**src/rtl/ds_params.svh**
```systemverilog
// data, instruction, register-address and register-count width macros
`ifndef DS_PARAMS_SVH
`define DS_PARAMS_SVH

`define XLEN    64 // data and pc width
`define INST_W  32
`define GPR_AW  5
`define GPR_NUM 32

`endif

```
**src/rtl/rv_isa_pkg.sv**
```systemverilog
// rv64i opcode enumeration, funct3 names and instruction format union
`default_nettype none

package rv_isa_pkg;

  typedef enum logic [6:0] {
    OPC_LUI       = 7'b0110111,
    OPC_AUIPC     = 7'b0010111,
    OPC_JAL       = 7'b1101111,
    OPC_JALR      = 7'b1100111,
    OPC_BRANCH    = 7'b1100011,
    OPC_LOAD      = 7'b0000011,
    OPC_STORE     = 7'b0100011,
    OPC_OP_IMM    = 7'b0010011,
    OPC_OP        = 7'b0110011,
    OPC_OP_IMM_32 = 7'b0011011,
    OPC_OP_32     = 7'b0111011
  } opcode_t;

  // branch compare kinds
  localparam logic [2:0] F3_BEQ  = 3'b000;
  localparam logic [2:0] F3_BNE  = 3'b001;
  localparam logic [2:0] F3_BLT  = 3'b100;
  localparam logic [2:0] F3_BGE  = 3'b101;
  localparam logic [2:0] F3_BLTU = 3'b110;
  localparam logic [2:0] F3_BGEU = 3'b111;

  // load/store access size, u = zero extended
  localparam logic [2:0] F3_MEM_B  = 3'b000;
  localparam logic [2:0] F3_MEM_H  = 3'b001;
  localparam logic [2:0] F3_MEM_W  = 3'b010;
  localparam logic [2:0] F3_MEM_D  = 3'b011;
  localparam logic [2:0] F3_MEM_BU = 3'b100;
  localparam logic [2:0] F3_MEM_HU = 3'b101;
  localparam logic [2:0] F3_MEM_WU = 3'b110;

  typedef struct packed {
    logic [6:0] funct7;
    logic [4:0] rs2;
    logic [4:0] rs1;
    logic [2:0] funct3;
    logic [4:0] rd;
    logic [6:0] opcode;
  } r_fmt_t;

  typedef struct packed {
    logic [11:0] imm;
    logic [4:0]  rs1;
    logic [2:0]  funct3;
    logic [4:0]  rd;
    logic [6:0]  opcode;
  } i_fmt_t;

  typedef struct packed {
    logic [6:0] imm_11_5;
    logic [4:0] rs2;
    logic [4:0] rs1;
    logic [2:0] funct3;
    logic [4:0] imm_4_0;
    logic [6:0] opcode;
  } s_fmt_t;

  typedef struct packed {
    logic       imm_12;
    logic [5:0] imm_10_5;
    logic [4:0] rs2;
    logic [4:0] rs1;
    logic [2:0] funct3;
    logic [3:0] imm_4_1;
    logic       imm_11;
    logic [6:0] opcode;
  } b_fmt_t;

  typedef struct packed {
    logic [19:0] imm_31_12;
    logic [4:0]  rd;
    logic [6:0]  opcode;
  } u_fmt_t;

  typedef struct packed {
    logic       imm_20;
    logic [9:0] imm_10_1;
    logic       imm_11;
    logic [7:0] imm_19_12;
    logic [4:0] rd;
    logic [6:0] opcode;
  } j_fmt_t;

  // one word, six encodings
  typedef union packed {
    r_fmt_t r_fmt;
    i_fmt_t i_fmt;
    s_fmt_t s_fmt;
    b_fmt_t b_fmt;
    u_fmt_t u_fmt;
    j_fmt_t j_fmt;
  } inst_u;

endpackage

`default_nettype wire

```
**src/rtl/branch_unit.sv**
```systemverilog
// branch condition evaluation and jump/branch target adder
`timescale 1ns/1ps
`default_nettype none
`include "ds_params.svh"

module branch_unit (
  input  logic [`XLEN-1:0] i_pc,
  input  logic [`XLEN-1:0] i_rs1_data,
  input  logic [`XLEN-1:0] i_rs2_data,
  input  logic [`XLEN-1:0] i_imm,
  input  logic [2:0]       i_funct3,
  input  logic             i_is_branch,
  input  logic             i_is_jal,
  input  logic             i_is_jalr,
  output logic             o_br_cond,
  output logic [`XLEN-1:0] o_br_target
);

  import rv_isa_pkg::*;

  logic             eq;
  logic             lt;
  logic             ltu;
  logic             cmp;
  logic [`XLEN-1:0] base;
  logic [`XLEN-1:0] sum;

  assign eq  = (i_rs1_data == i_rs2_data);
  assign lt  = ($signed(i_rs1_data) < $signed(i_rs2_data));
  assign ltu = (i_rs1_data < i_rs2_data);

  always_comb begin
    case (i_funct3)
      F3_BEQ:  cmp = eq;
      F3_BNE:  cmp = !eq;
      F3_BLT:  cmp = lt;
      F3_BGE:  cmp = !lt;
      F3_BLTU: cmp = ltu;
      F3_BGEU: cmp = !ltu;
      default: cmp = 1'b0; // 010/011 not branches
    endcase
  end

  assign o_br_cond = i_is_jal || i_is_jalr || (i_is_branch && cmp);

  assign base        = i_is_jalr ? i_rs1_data : i_pc;
  assign sum         = base + i_imm;
  assign o_br_target = i_is_jalr ? {sum[`XLEN-1:1], 1'b0} : sum; // jalr clears bit 0

endmodule

`default_nettype wire

```
**config.mk**
```make
export PLATFORM = sky130hd
export DESIGN_NAME = branch_unit
export DESIGN_NICKNAME = d
export VERILOG_FILES = /design/src/rtl/rv_isa_pkg.sv /design/src/rtl/branch_unit.sv
export VERILOG_INCLUDE_DIRS = /design/src /design/src/rtl
export SDC_FILE = /design/constraint.sdc
export NUM_CORES = 1
export LEC_CHECK = 0
export CAP_MARGIN = 20
export CORE_MARGIN = 2
export CORE_UTILIZATION = 30
export DETAILED_ROUTE_END_ITERATION = 6
export DONT_BUFFER_PORTS = 1
export GPL_TIMING_DRIVEN = 0
export PLACE_DENSITY = 0.43
export SLEW_MARGIN = 30
export SYNTH_ARGS = -nofsm -noshare
export SYNTH_HDL_FRONTEND = slang
export SYNTH_SLANG_ARGS = --single-unit
```
**constraint.sdc**
```tcl
create_clock -name vclk -period 15.85
set_input_delay 3.17 -clock vclk [all_inputs]
set_output_delay 3.17 -clock vclk [all_outputs]
set_load 0.02 [all_outputs]
```
== Word-level counts from Yosys, hierarchy flattened ==
Cells that the tools add are included.

* Output and inout bits: 65
* Bits of input ports: 262
* Flip-flop bits (word level): 0

* Multiplexer cells: 3
* $add $sub $neg: 1
* Reduce and logical (&&, ||, !) cells: 7
* Magnitude comparators: 2
* Equal/unequal tests: 6

{| class="wikitable"
|+ Operator list
! kind !! count
|-
| less-than comparator 64 bit || 2
|-
| adder 64 bit || 1
|-
| == test 64 bit || 1
|-
| two-way mux 64 bit || 1
|-
| == test 3 bit, second input constant || 4
|-
| case mux 1 bit (6 select lines) || 1
|-
| == test 3 x 1 -> 1 bit, second input constant || 1
|-
| logical NOT 1 bit || 3
|-
| logical NOT 3 bit || 1
|-
| logical OR 1 bit || 2
|-
| logical AND 1 bit || 1
|-
| two-way mux 1 bit || 1
|}

== Logic depth before layout (Yosys ltp) ==
Gate-level depths: netlist of the first run.

* Depth after elaboration: 5
* Gate-level depth with buffers: 16

== Worst setup path after synthesis of the first run ==
No wires, ideal clock.

* Path kind: input to output
* Start: input port i_is_jalr
* End: output port o_br_target[57]
* Stages on the path: 16
* Required time: 12.680 ns
* Slack: 5.913 ns
* Arrival time: 6.767 ns
* Cell sequence: buf_1 -> clkbuf_1 -> mux2i_1 -> inv_1 -> ha_1 -> a21o_1 -> and4_4 -> o2111ai_1 -> a211oi_1 -> or3_4 -> a31oi_2 -> a31o_2 -> o21ai_2 -> a221oi_2 -> o221ai_1 -> xor2_1

* Cells in the longest elaborated chain, start to end: 2

{| class="wikitable"
|+ RTL lines
! element !! line !! text
|-
| start, declared || branch_unit.sv:14 || <nowiki>input logic i_is_jalr,</nowiki>
|-
| two-way mux 64 bit || branch_unit.sv:46 || <nowiki>assign base = i_is_jalr ? i_rs1_data : i_pc;</nowiki>
|-
| adder 64 bit || branch_unit.sv:47 || <nowiki>assign sum = base + i_imm;</nowiki>
|-
| end, declared || branch_unit.sv:16 || <nowiki>output logic [`XLEN-1:0] o_br_target</nowiki>
|}

No other way between the ends.

== Worst setup path in the final report of the first run ==
Ends and elaborated chain as after synthesis.

==> results.py, run 1 <==
metrics = {
    "global_route": {
        "grt_pass1_vias": 6147,
        "antenna_found_initial": 0,
        "grt_util_all_layers_pct": 18.3,
        "grt_start_max_net_pins": 11,
        "grt_pass1_wl_microns": 32500,
        "grt_overflow": 0,
    },
    "synthesis": {
        "syn_inst": 852,
        "synth_top_area_cell": "ha_1",
        "ys_warn_count": 0,
        "synth-seq-area-share_pct": 0,
        "ys_top_cells_by_area": "ha_1 (26%), mux2_2 (11%), a21oi_1 (7.2%)",
        "syn-num-nets": 1242,
        "syn_area_per_cell_sq_um": 7.27,
        "netlist_area_sq_um": 6200,
        "synthTopCellsByCount": "ha_1 (127), a21oi_1 (89), inv_1 (88)",
        "yosysMostFrequentCell": "ha_1",
        "synthDistinctLibCells": 66,
        "yosysTopAreaCellShare_pct": 25.6,
    },
    "critical_path": {
        "crit_path_max_fanout": 10,
        "arrival_ns": 7.86,
        "start_kind": "primary input",
        "crit_end": "o_br_target[57]",
        "crit_required_ns": 12.68,
        "setup.worst_path.start": "i_is_jalr",
        "cp-end-kind": "output pin",
        "worstSetupPathType": "in -> out",
    },
    "detailed_routing": {
        "ant_nets": 0,
        "drc": 0,
        "via_count": 6036,
        "drt_wl_total_microns": 21400,
        "vias_per_cell": 5.38,
        "wl_per_cell_microns": 19.1,
        "firstDrtPassIters": 4,
        "initialDrtViolationCount": 158,
    },
    "sta": {
        "finalSetupViolCount": 0,
        "slew_headroom_pct": 44.6,
        "fin_crit_ns": 11.03,
        "fmax_mhz": 90.6,
        "finalSetupTns_ns": 0,
        "period_share_pct": 69.6,
        "worst_hold_slack_ns": 6.61,
        "hold_violations": 0,
        "worstMarginPinSlew_ns": 0.810,
        "rsz0062_at_grt": "false",
        "finalMaxSlewViolations": 0,
    },
    "power_and_ir_drop": {
        "ir_worst_vdd_mv": 0.0368,
        "finalPower_uw": 345,
        "power.density_nw_per_um2": 52.9,
        "total_leakage_power_nw": 3.14,
    },
    "cts": {
        "hold_buffers": 0,
        "post-cts-setup-buffer-count": 0,
        "cts_resized": 0,
    },
    "floorplanning": {
        "die_w_microns": 148,
        "die_h_microns": 148,
        "start_util_pct": 30.6,
        "fp.coreArea_sq_um": 20200,
        "dieArea_sq_um": 21800,
        "num_rows": 52,
        "ios": 327,
    },
    "final_layout": {
        "final_util_pct": 32.3,
        "seq_area_sq_um": 0,
        "final_layout_size_suffix_gt1_share_pct": 11.9,
        "areaGrowthSynthToFinish_pct": 5.47,
        "diodes": 0,
        "nNetsFinal": 1244,
        "design.seq.count": 0,
        "multi_input_area_sq_um": 5760,
        "nClkBuffers": 0,
        "fill_cells": 2268,
    },
    "placed_design": {
        "place.gp.congestion": 0.826,
        "io_buffer_count": 0,
        "dp_hpwl_microns": 19400,
    },
    "outcome": {
        "status": "completed",
    },
    "job": {
        "drv_cap": 0,
    },
    "worst_hold_path": {
        "hold_path.class": "in -> out",
    },
}
area by class of cell:
type | instances | share of cell area, %
well taps | 270 | 5.17
inverters | 88 | 5.05
plain buffers | 25 | 1.67
multi-input cells | 739 | 88.1
metrics by stage:
| stage | area (sq um) | setup WS, ns | cells |
|---|---|---|---|
| finish | 6540 | 4.82 | 1122 |
| global route | 6540 | 4.53 | 1122 |
| CTS | 6540 | 4.70 | 1122 |
| detailed placement | 6540 | 4.72 | 1122 |
| global placement | 6530 | 4.29 | 1122 |
| floorplan | 6200 | 5.91 | 852 |
cell families (layout without fill, tap and decap cells):
group | after synthesis | after routing | share of synthesized area (%)
AO/OA/AOI/OAI | 269 | 269 | 29.0
XOR/XNOR | 65 | 65 | 9.19
adder cells (fa/ha/maj) | 128 | 128 | 26.0
buffers and inverters | 113 | 113 | 7.07
multiplexers | 64 | 64 | 11.6
AND/OR/NAND/NOR | 213 | 213 | 17.2
power breakdown:
part	internal (mW)	leakage, nW	switching [mW]	total, mW
clock network	0	0	0	0
registers	0	0	0	0
logic	0.117	3.14	0.229	0.345
how the worst min path moves through the flow:
stage               startpoint               to  slack [ns]  cells past startpoint
floorplan             i_is_jal        o_br_cond        6.59                      2
global placement     i_imm[63]  o_br_target[63]        6.61                      2
detailed placement   i_imm[63]  o_br_target[63]        6.61                      2
CTS                  i_imm[63]  o_br_target[63]        6.61                      2
global route          i_is_jal        o_br_cond        6.62                      2
finish               i_imm[63]  o_br_target[63]        6.61                      2
routing by layer:
metal | vias up | share of wire, % | GRT usage (%)
li1 | 3114 | - | -
met1 | 2695 | 46 | 24.4
met2 | 216 | 47 | 32.3
met3 | 11 | 5.5 | 2.53
met4 | 0 | 1.1 | 1.78
met5 | - | 0 | 0
layout by cell type, fill, tap and decap left out, types with 4 or more instances in the layout:
| cell type | Yosys | layout |
|---|---|---|
| a31oi_1 | 7 | 7 |
| o21ai_0 | 46 | 46 |
| nand2b_1 | 7 | 7 |
| o21a_1 | 5 | 5 |
| xor2_1 | 23 | 23 |
| or2_2 | 4 | 4 |
| and3_1 | 5 | 5 |
| nor2_1 | 57 | 57 |
| xnor2_1 | 42 | 42 |
| a21oi_2 | 6 | 6 |
| nor2b_1 | 13 | 13 |
| mux2_2 | 62 | 62 |
| buf_2 | 5 | 6 |
| o21bai_1 | 12 | 12 |
| inv_1 | 88 | 88 |
| ha_1 | 127 | 127 |
| a21oi_1 | 89 | 89 |
| nand3_1 | 18 | 18 |
| a21o_1 | 57 | 57 |
| a211oi_1 | 6 | 6 |
| nor4_1 | 5 | 5 |
| nand2_1 | 47 | 47 |
| clkbuf_1 | 17 | 17 |
| nor3_1 | 11 | 11 |
| nand4_1 | 32 | 32 |
critical path, stage by stage:
cell and delay, ns:
buf_2 0.34, clkbuf_1 0.69, mux2i_1 0.36, inv_1 0.07, ha_1 0.28, a21o_1 0.20, and4_4 0.21, o2111ai_1 0.40
a211oi_1 0.16, or3_4 0.40, a31oi_2 0.19, a31o_2 0.24, o21ai_2 0.10, a221oi_2 0.38, o221ai_1 0.21, xor2_1 0.45
(Power assumes the default switching activity.)
==> inputs of run 2 (changes only) <==
Settings changed: ABC_AREA from default to 1, PLACE_DENSITY 0.43 to 0.44.
Clock period 15.85 ns to 9.5 ns, I/O delays scaled along.
==> run 2 against run 1 <==
  * Core utilization down 0.41 points
  * Cell count rose by 26%
  * Combinational power up 77%
  * Count of clock-buffer cells in the layout did not move
  * Non-clock buffer count decreased by 17
  * Synthesized cell count is 32% higher
  * Global-route usage increased by 1.6 points
  * Critical path depth decreased by 4
  * Critical endpoint is now o_br_target[60]
  * Largest cell class unchanged
==> results.py, run 2 <==
metrics = {
    "outcome": {
        "status": "completed",
    },
    "critical_path": {
        "critPathSlowestCell": "clkbuf_1",
        "crit_required_ns": 7.60,
        "worstSetupPathType": "in -> out",
        "cp_num_buf_inv": 3,
        "cp_top_family": "buffers and inverters",
        "slowest_delay_ns": 0.62,
        "crit_path_max_fanout": 10,
        "arrival_ns": 6.00,
        "cp-end-kind": "output pin",
        "cp_cell_sequence": "clkbuf_1 > clkbuf_1 > buf_2 > mux2_2 > ha_1 > a21o_1 > a31oi_1 > o21ai_0 > a21oi_1 > nand3_1 > a21oi_1 > xor2_1",
        "start_kind": "primary input",
    },
    "synthesis": {
        "ys_top_cells_by_area": "ha_1 (23%), nand2_1 (12%), mux2_2 (10%)",
        "netlist_area_sq_um": 6820,
        "yosysMostFrequentCell": "nand2_1",
        "ys_warn_count": 0,
        "synthDistinctLibCells": 42,
        "synthTopCellsByCount": "nand2_1 (224), inv_1 (182), ha_1 (127)",
        "syn_inst": 1124,
        "yosysTopAreaCellShare_pct": 23.3,
        "syn_area_per_cell_sq_um": 6.07,
        "syn-num-nets": 1514,
        "synth-seq-area-share_pct": 0,
        "synth_top_area_cell": "ha_1",
    },
    "cts": {
        "hold_buffers": 0,
        "cts_resized": 0,
        "post-cts-setup-buffer-count": 0,
    },
    "final_layout": {
        "final_util_pct": 31.9,
        "areaGrowthSynthToFinish_pct": 5.23,
        "fill_cells": 2599,
        "final_layout_size_suffix_gt1_share_pct": 9.88,
        "layout_common_cells": "nand2_1 (224), inv_1 (182), ha_1 (127)",
        "diodes": 0,
        "nClkBuffers": 0,
        "seq_area_sq_um": 0,
        "final_common_cell": "nand2_1",
        "design.seq.count": 0,
        "multi_input_area_sq_um": 6060,
        "nNetsFinal": 1516,
    },
    "sta": {
        "rsz0062_at_grt": "false",
        "worstMarginPinSlew_ns": 0.760,
        "finalMaxSlewViolations": 0,
        "finalSetupViolCount": 0,
        "finalSetupTns_ns": 0,
        "hold_violations": 0,
        "slew_headroom_pct": 49.0,
        "period_share_pct": 83.2,
        "fin_crit_ns": 7.90,
        "fmax_mhz": 127,
    },
    "global_route": {
        "grt_overflow": 0,
        "grt_start_max_net_pins": 11,
        "grt_pass1_wl_microns": 37900,
        "antenna_found_initial": 0,
        "grt_util_all_layers_pct": 19.9,
        "grt_pass1_vias": 7202,
    },
    "detailed_routing": {
        "via_count": 7277,
        "drc": 0,
        "firstDrtPassIters": 5,
        "wl_per_cell_microns": 17.9,
        "initialDrtViolationCount": 302,
        "drt_wl_total_microns": 25200,
        "vias_per_cell": 5.16,
        "ant_nets": 0,
    },
    "floorplanning": {
        "dieArea_sq_um": 23900,
        "fp.coreArea_sq_um": 22500,
        "ios": 327,
        "die_w_microns": 155,
        "die_h_microns": 155,
        "num_rows": 55,
        "start_util_pct": 30.3,
    },
    "placed_design": {
        "io_buffer_count": 0,
        "dp_hpwl_microns": 23400,
        "place.gp.congestion": 0.883,
    },
    "power_and_ir_drop": {
        "power.density_nw_per_um2": 85.4,
        "total_leakage_power_nw": 3.65,
        "ir_worst_vdd_mv": 0.0323,
    },
    "worst_hold_path": {
        "hold_path.class": "in -> out",
    },
    "job": {
        "drv_cap": 0,
    },
}
## run 2: path summary, 6_finish.rpt
kind,startpoint,endpoint,slack [ns],depth (start not counted)
worst max-delay path,i_is_jalr,o_br_target[60],1.60,12
worst min-delay path,i_is_jal,o_br_cond,3.98,2
## run 2: metal layers
layer  routed length, microns  vias up  part of all wire (%)  track usage, %
met5                        0        -                     0               0
met4                      228        0                  0.90            1.68
met3                     1780       15                   7.1            3.50
met2                    12000      259                    48            36.4
met1                    11200     3239                    44            25.3
li1                         -     3764                     -               -
## run 2: cell type report
cell class | count | share of cell area, %
Inverter | 192 | 10.0
Buffer | 8 | 0.471
Multi-Input combinational cell | 924 | 84.5
Tap cell | 285 | 4.97
## run 2: power by group
group	leakage [nW]	switching, mW	internal [mW]
clock network	0	0	0
logic	3.65	0.432	0.181
registers	0	0	0
total	3.65	0.432	0.181
## run 2: cell families (layout without fill, tap and decap cells)
logic type | Yosys count | in the layout | synth area share, %
AO/OA/AOI/OAI | 242 | 242 | 20.2
XOR/XNOR | 60 | 60 | 7.71
adder cells (fa/ha/maj) | 128 | 128 | 23.6
buffers and inverters | 200 | 200 | 11.1
multiplexers | 62 | 62 | 10.2
AND/OR/NAND/NOR | 432 | 432 | 27.1
## run 2: through the flow
stage | power [mW] | instances | setup slack [ns] | hold slack, ns | area (sq um)
2_1_floorplan | 0.472 | 1124 | 2.93 | 3.97 | 6820
3_3_place_gp | 0.617 | 1409 | 1.53 | 3.98 | 7170
3_5_place_dp | 0.616 | 1409 | 1.53 | 3.98 | 7170
4_1_cts | 0.619 | 1409 | 1.51 | 3.98 | 7170
5_1_grt | 0.681 | 1409 | 1.33 | 3.98 | 7170
6_report | 0.612 | 1409 | 1.60 | 3.98 | 7170
==> inputs of run 3 (changes only) <==
Clock period 9.5 ns to 7.03 ns, I/O delays scaled along.
==> run 3 against run 2 <==
  * Cell count stayed put
  * Non-clock buffer count unchanged
  * Core utilization hardly changed
  * First-iteration DRC count unchanged
  * Via count is 0.16% lower
  * Sequential share of layout area unchanged
  * Die area unchanged
  * Setup slack worse by 1.2 ns
  * Critical path depth unchanged
  * Design area barely moved
  * Count of clock-buffer cells in the layout unchanged
  * Sequential cell count unchanged
  * Critical path type unchanged
  * Highest routed layer unchanged
==> results.py, run 3 (synthesis results as in run 2) <==
metrics = {
    "power_and_ir_drop": {
        "power.density_nw_per_um2": 115,
        "ir_worst_vdd_mv": 0.0437,
        "total_leakage_power_nw": 3.66,
    },
    "final_layout": {
        "seq_area_sq_um": 0,
        "fill_cells": 2600,
        "diodes": 0,
        "design.seq.count": 0,
        "finalInstanceArea_sq_um": 7180,
        "final_layout_size_suffix_gt1_share_pct": 9.96,
        "final_common_cell": "nand2_1",
        "nNetsFinal": 1516,
        "layout_common_cells": "nand2_1 (224), inv_1 (182), ha_1 (127)",
        "areaGrowthSynthToFinish_pct": 5.25,
        "nClkBuffers": 0,
    },
    "sta": {
        "worstMarginPinSlew_ns": 0.760,
        "fin_crit_ns": 6.61,
        "hold_violations": 0,
        "finalSetupViolCount": 0,
        "fmax_mhz": 151,
        "setup_ws_ns": 0.415,
        "rsz0062_at_grt": "false",
        "finalMaxSlewViolations": 0,
        "period_share_pct": 94.1,
        "slew_headroom_pct": 49.0,
        "finalSetupTns_ns": 0,
    },
    "critical_path": {
        "cp_num_buf_inv": 3,
        "critPathSlowestCell": "xor2_1",
        "critPathMostFrequentCell": "a21oi_1",
        "crit_required_ns": 5.62,
        "slowest_delay_ns": 0.47,
        "start_kind": "primary input",
        "cp-end-kind": "output pin",
        "cp_top_family": "buffers and inverters",
        "crit_path_max_fanout": 10,
        "worstSetupPathType": "in -> out",
        "arrival_ns": 5.21,
        "cp_cell_sequence": "clkbuf_1 > clkbuf_2 > buf_2 > mux2_2 > ha_1 > a21o_1 > a31oi_1 > o21ai_0 > a21oi_1 > nand3_1 > a21oi_1 > xor2_1",
    },
    "floorplanning": {
        "ios": 327,
        "die_h_microns": 155,
        "die_w_microns": 155,
        "num_rows": 55,
        "fp.coreArea_sq_um": 22500,
        "start_util_pct": 30.3,
        "dieArea_sq_um": 23900,
    },
    "worst_hold_path": {
        "hold_path.class": "in -> out",
        "min_path_cells": 2,
        "hp-start": "i_is_jal",
        "worstHoldEndpoint": "o_br_cond",
    },
    "detailed_routing": {
        "drc": 0,
        "via_count": 7265,
        "firstDrtPassIters": 4,
        "drt_wl_total_microns": 25200,
        "initialDrtViolationCount": 302,
        "drt-met1-wl_microns": 11200,
        "wl_per_cell_microns": 17.9,
        "routed-wl-met3_microns": 1740,
        "ant_nets": 0,
        "wl_met2_microns": 12000,
        "vias_per_cell": 5.16,
        "routed.top_layer": "met4",
    },
    "placed_design": {
        "place.gp.congestion": 0.883,
        "io_buffer_count": 0,
        "dp_hpwl_microns": 23400,
        "place_ws_ns": 0.0477,
        "placed_area_sq_um": 7170,
    },
    "cts": {
        "hold_buffers": 0,
    },
    "global_route": {
        "grt_start_max_net_pins": 11,
        "grt_pass1_vias": 7202,
        "grt_overflow": 0,
        "grt_pass1_wl_microns": 37900,
        "grt_util_all_layers_pct": 19.9,
        "antenna_found_initial": 0,
    },
    "job": {
        "drv_cap": 0,
    },
    "outcome": {
        "status": "completed",
    },
}
## run 3: cell count changes in the layout (fill, tap and decap cells not counted)
cell / change
clkbuf_1: -1
clkbuf_2: +1
## run 3: worst max path at each step
stage / startpoint / to / cells past startpoint
final: i_is_jalr / o_br_target[60] / 12
after global routing: i_is_jalr / o_br_target[54] / 13
after CTS: i_is_jalr / o_br_target[60] / 12
after detailed placement: i_is_jalr / o_br_target[60] / 12
after global placement: i_is_jalr / o_br_target[54] / 13
after floorplan: i_is_jalr / o_br_target[40] / 19
## run 3: layer usage
| layer | global-route usage, % | vias up |
|---|---|---|
| met5 | 0 | - |
| met4 | 1.68 | 0 |
| met3 | 3.50 | 15 |
| met2 | 36.4 | 244 |
| met1 | 25.3 | 3245 |
| li1 | - | 3761 |
## run 3: what timing repair did
action	4_1_cts	5_1_grt
endpoints found under the setup margin	0	13
setup buffers	0	0
gates resized for setup	0	2
## run 3: where the power goes
part | switching (mW) | internal, mW
Combinational | 0.583 | 0.244
Sequential | 0 | 0
Clock | 0 | 0
## run 3: stage by stage
step	hold slack, ns	util (%)	cells	power [mW]
6_report	2.99	31.9	1409	0.827
5_1_grt	3.00	31.9	1409	0.920
4_1_cts	2.99	31.9	1409	0.837
3_5_place_dp	2.99	31.9	1409	0.833
3_3_place_gp	3.00	31.9	1409	0.833
2_1_floorplan	2.98	-	1124	0.637
## run 3: area by class of cell
class                           count  area, sq um  share of cell area (%)
Buffer                              8         35.0                   0.488
Tap cell                          285          357                    4.97
Multi-Input combinational cell    924         6060                    84.5
Inverter                          192          721                    10.0
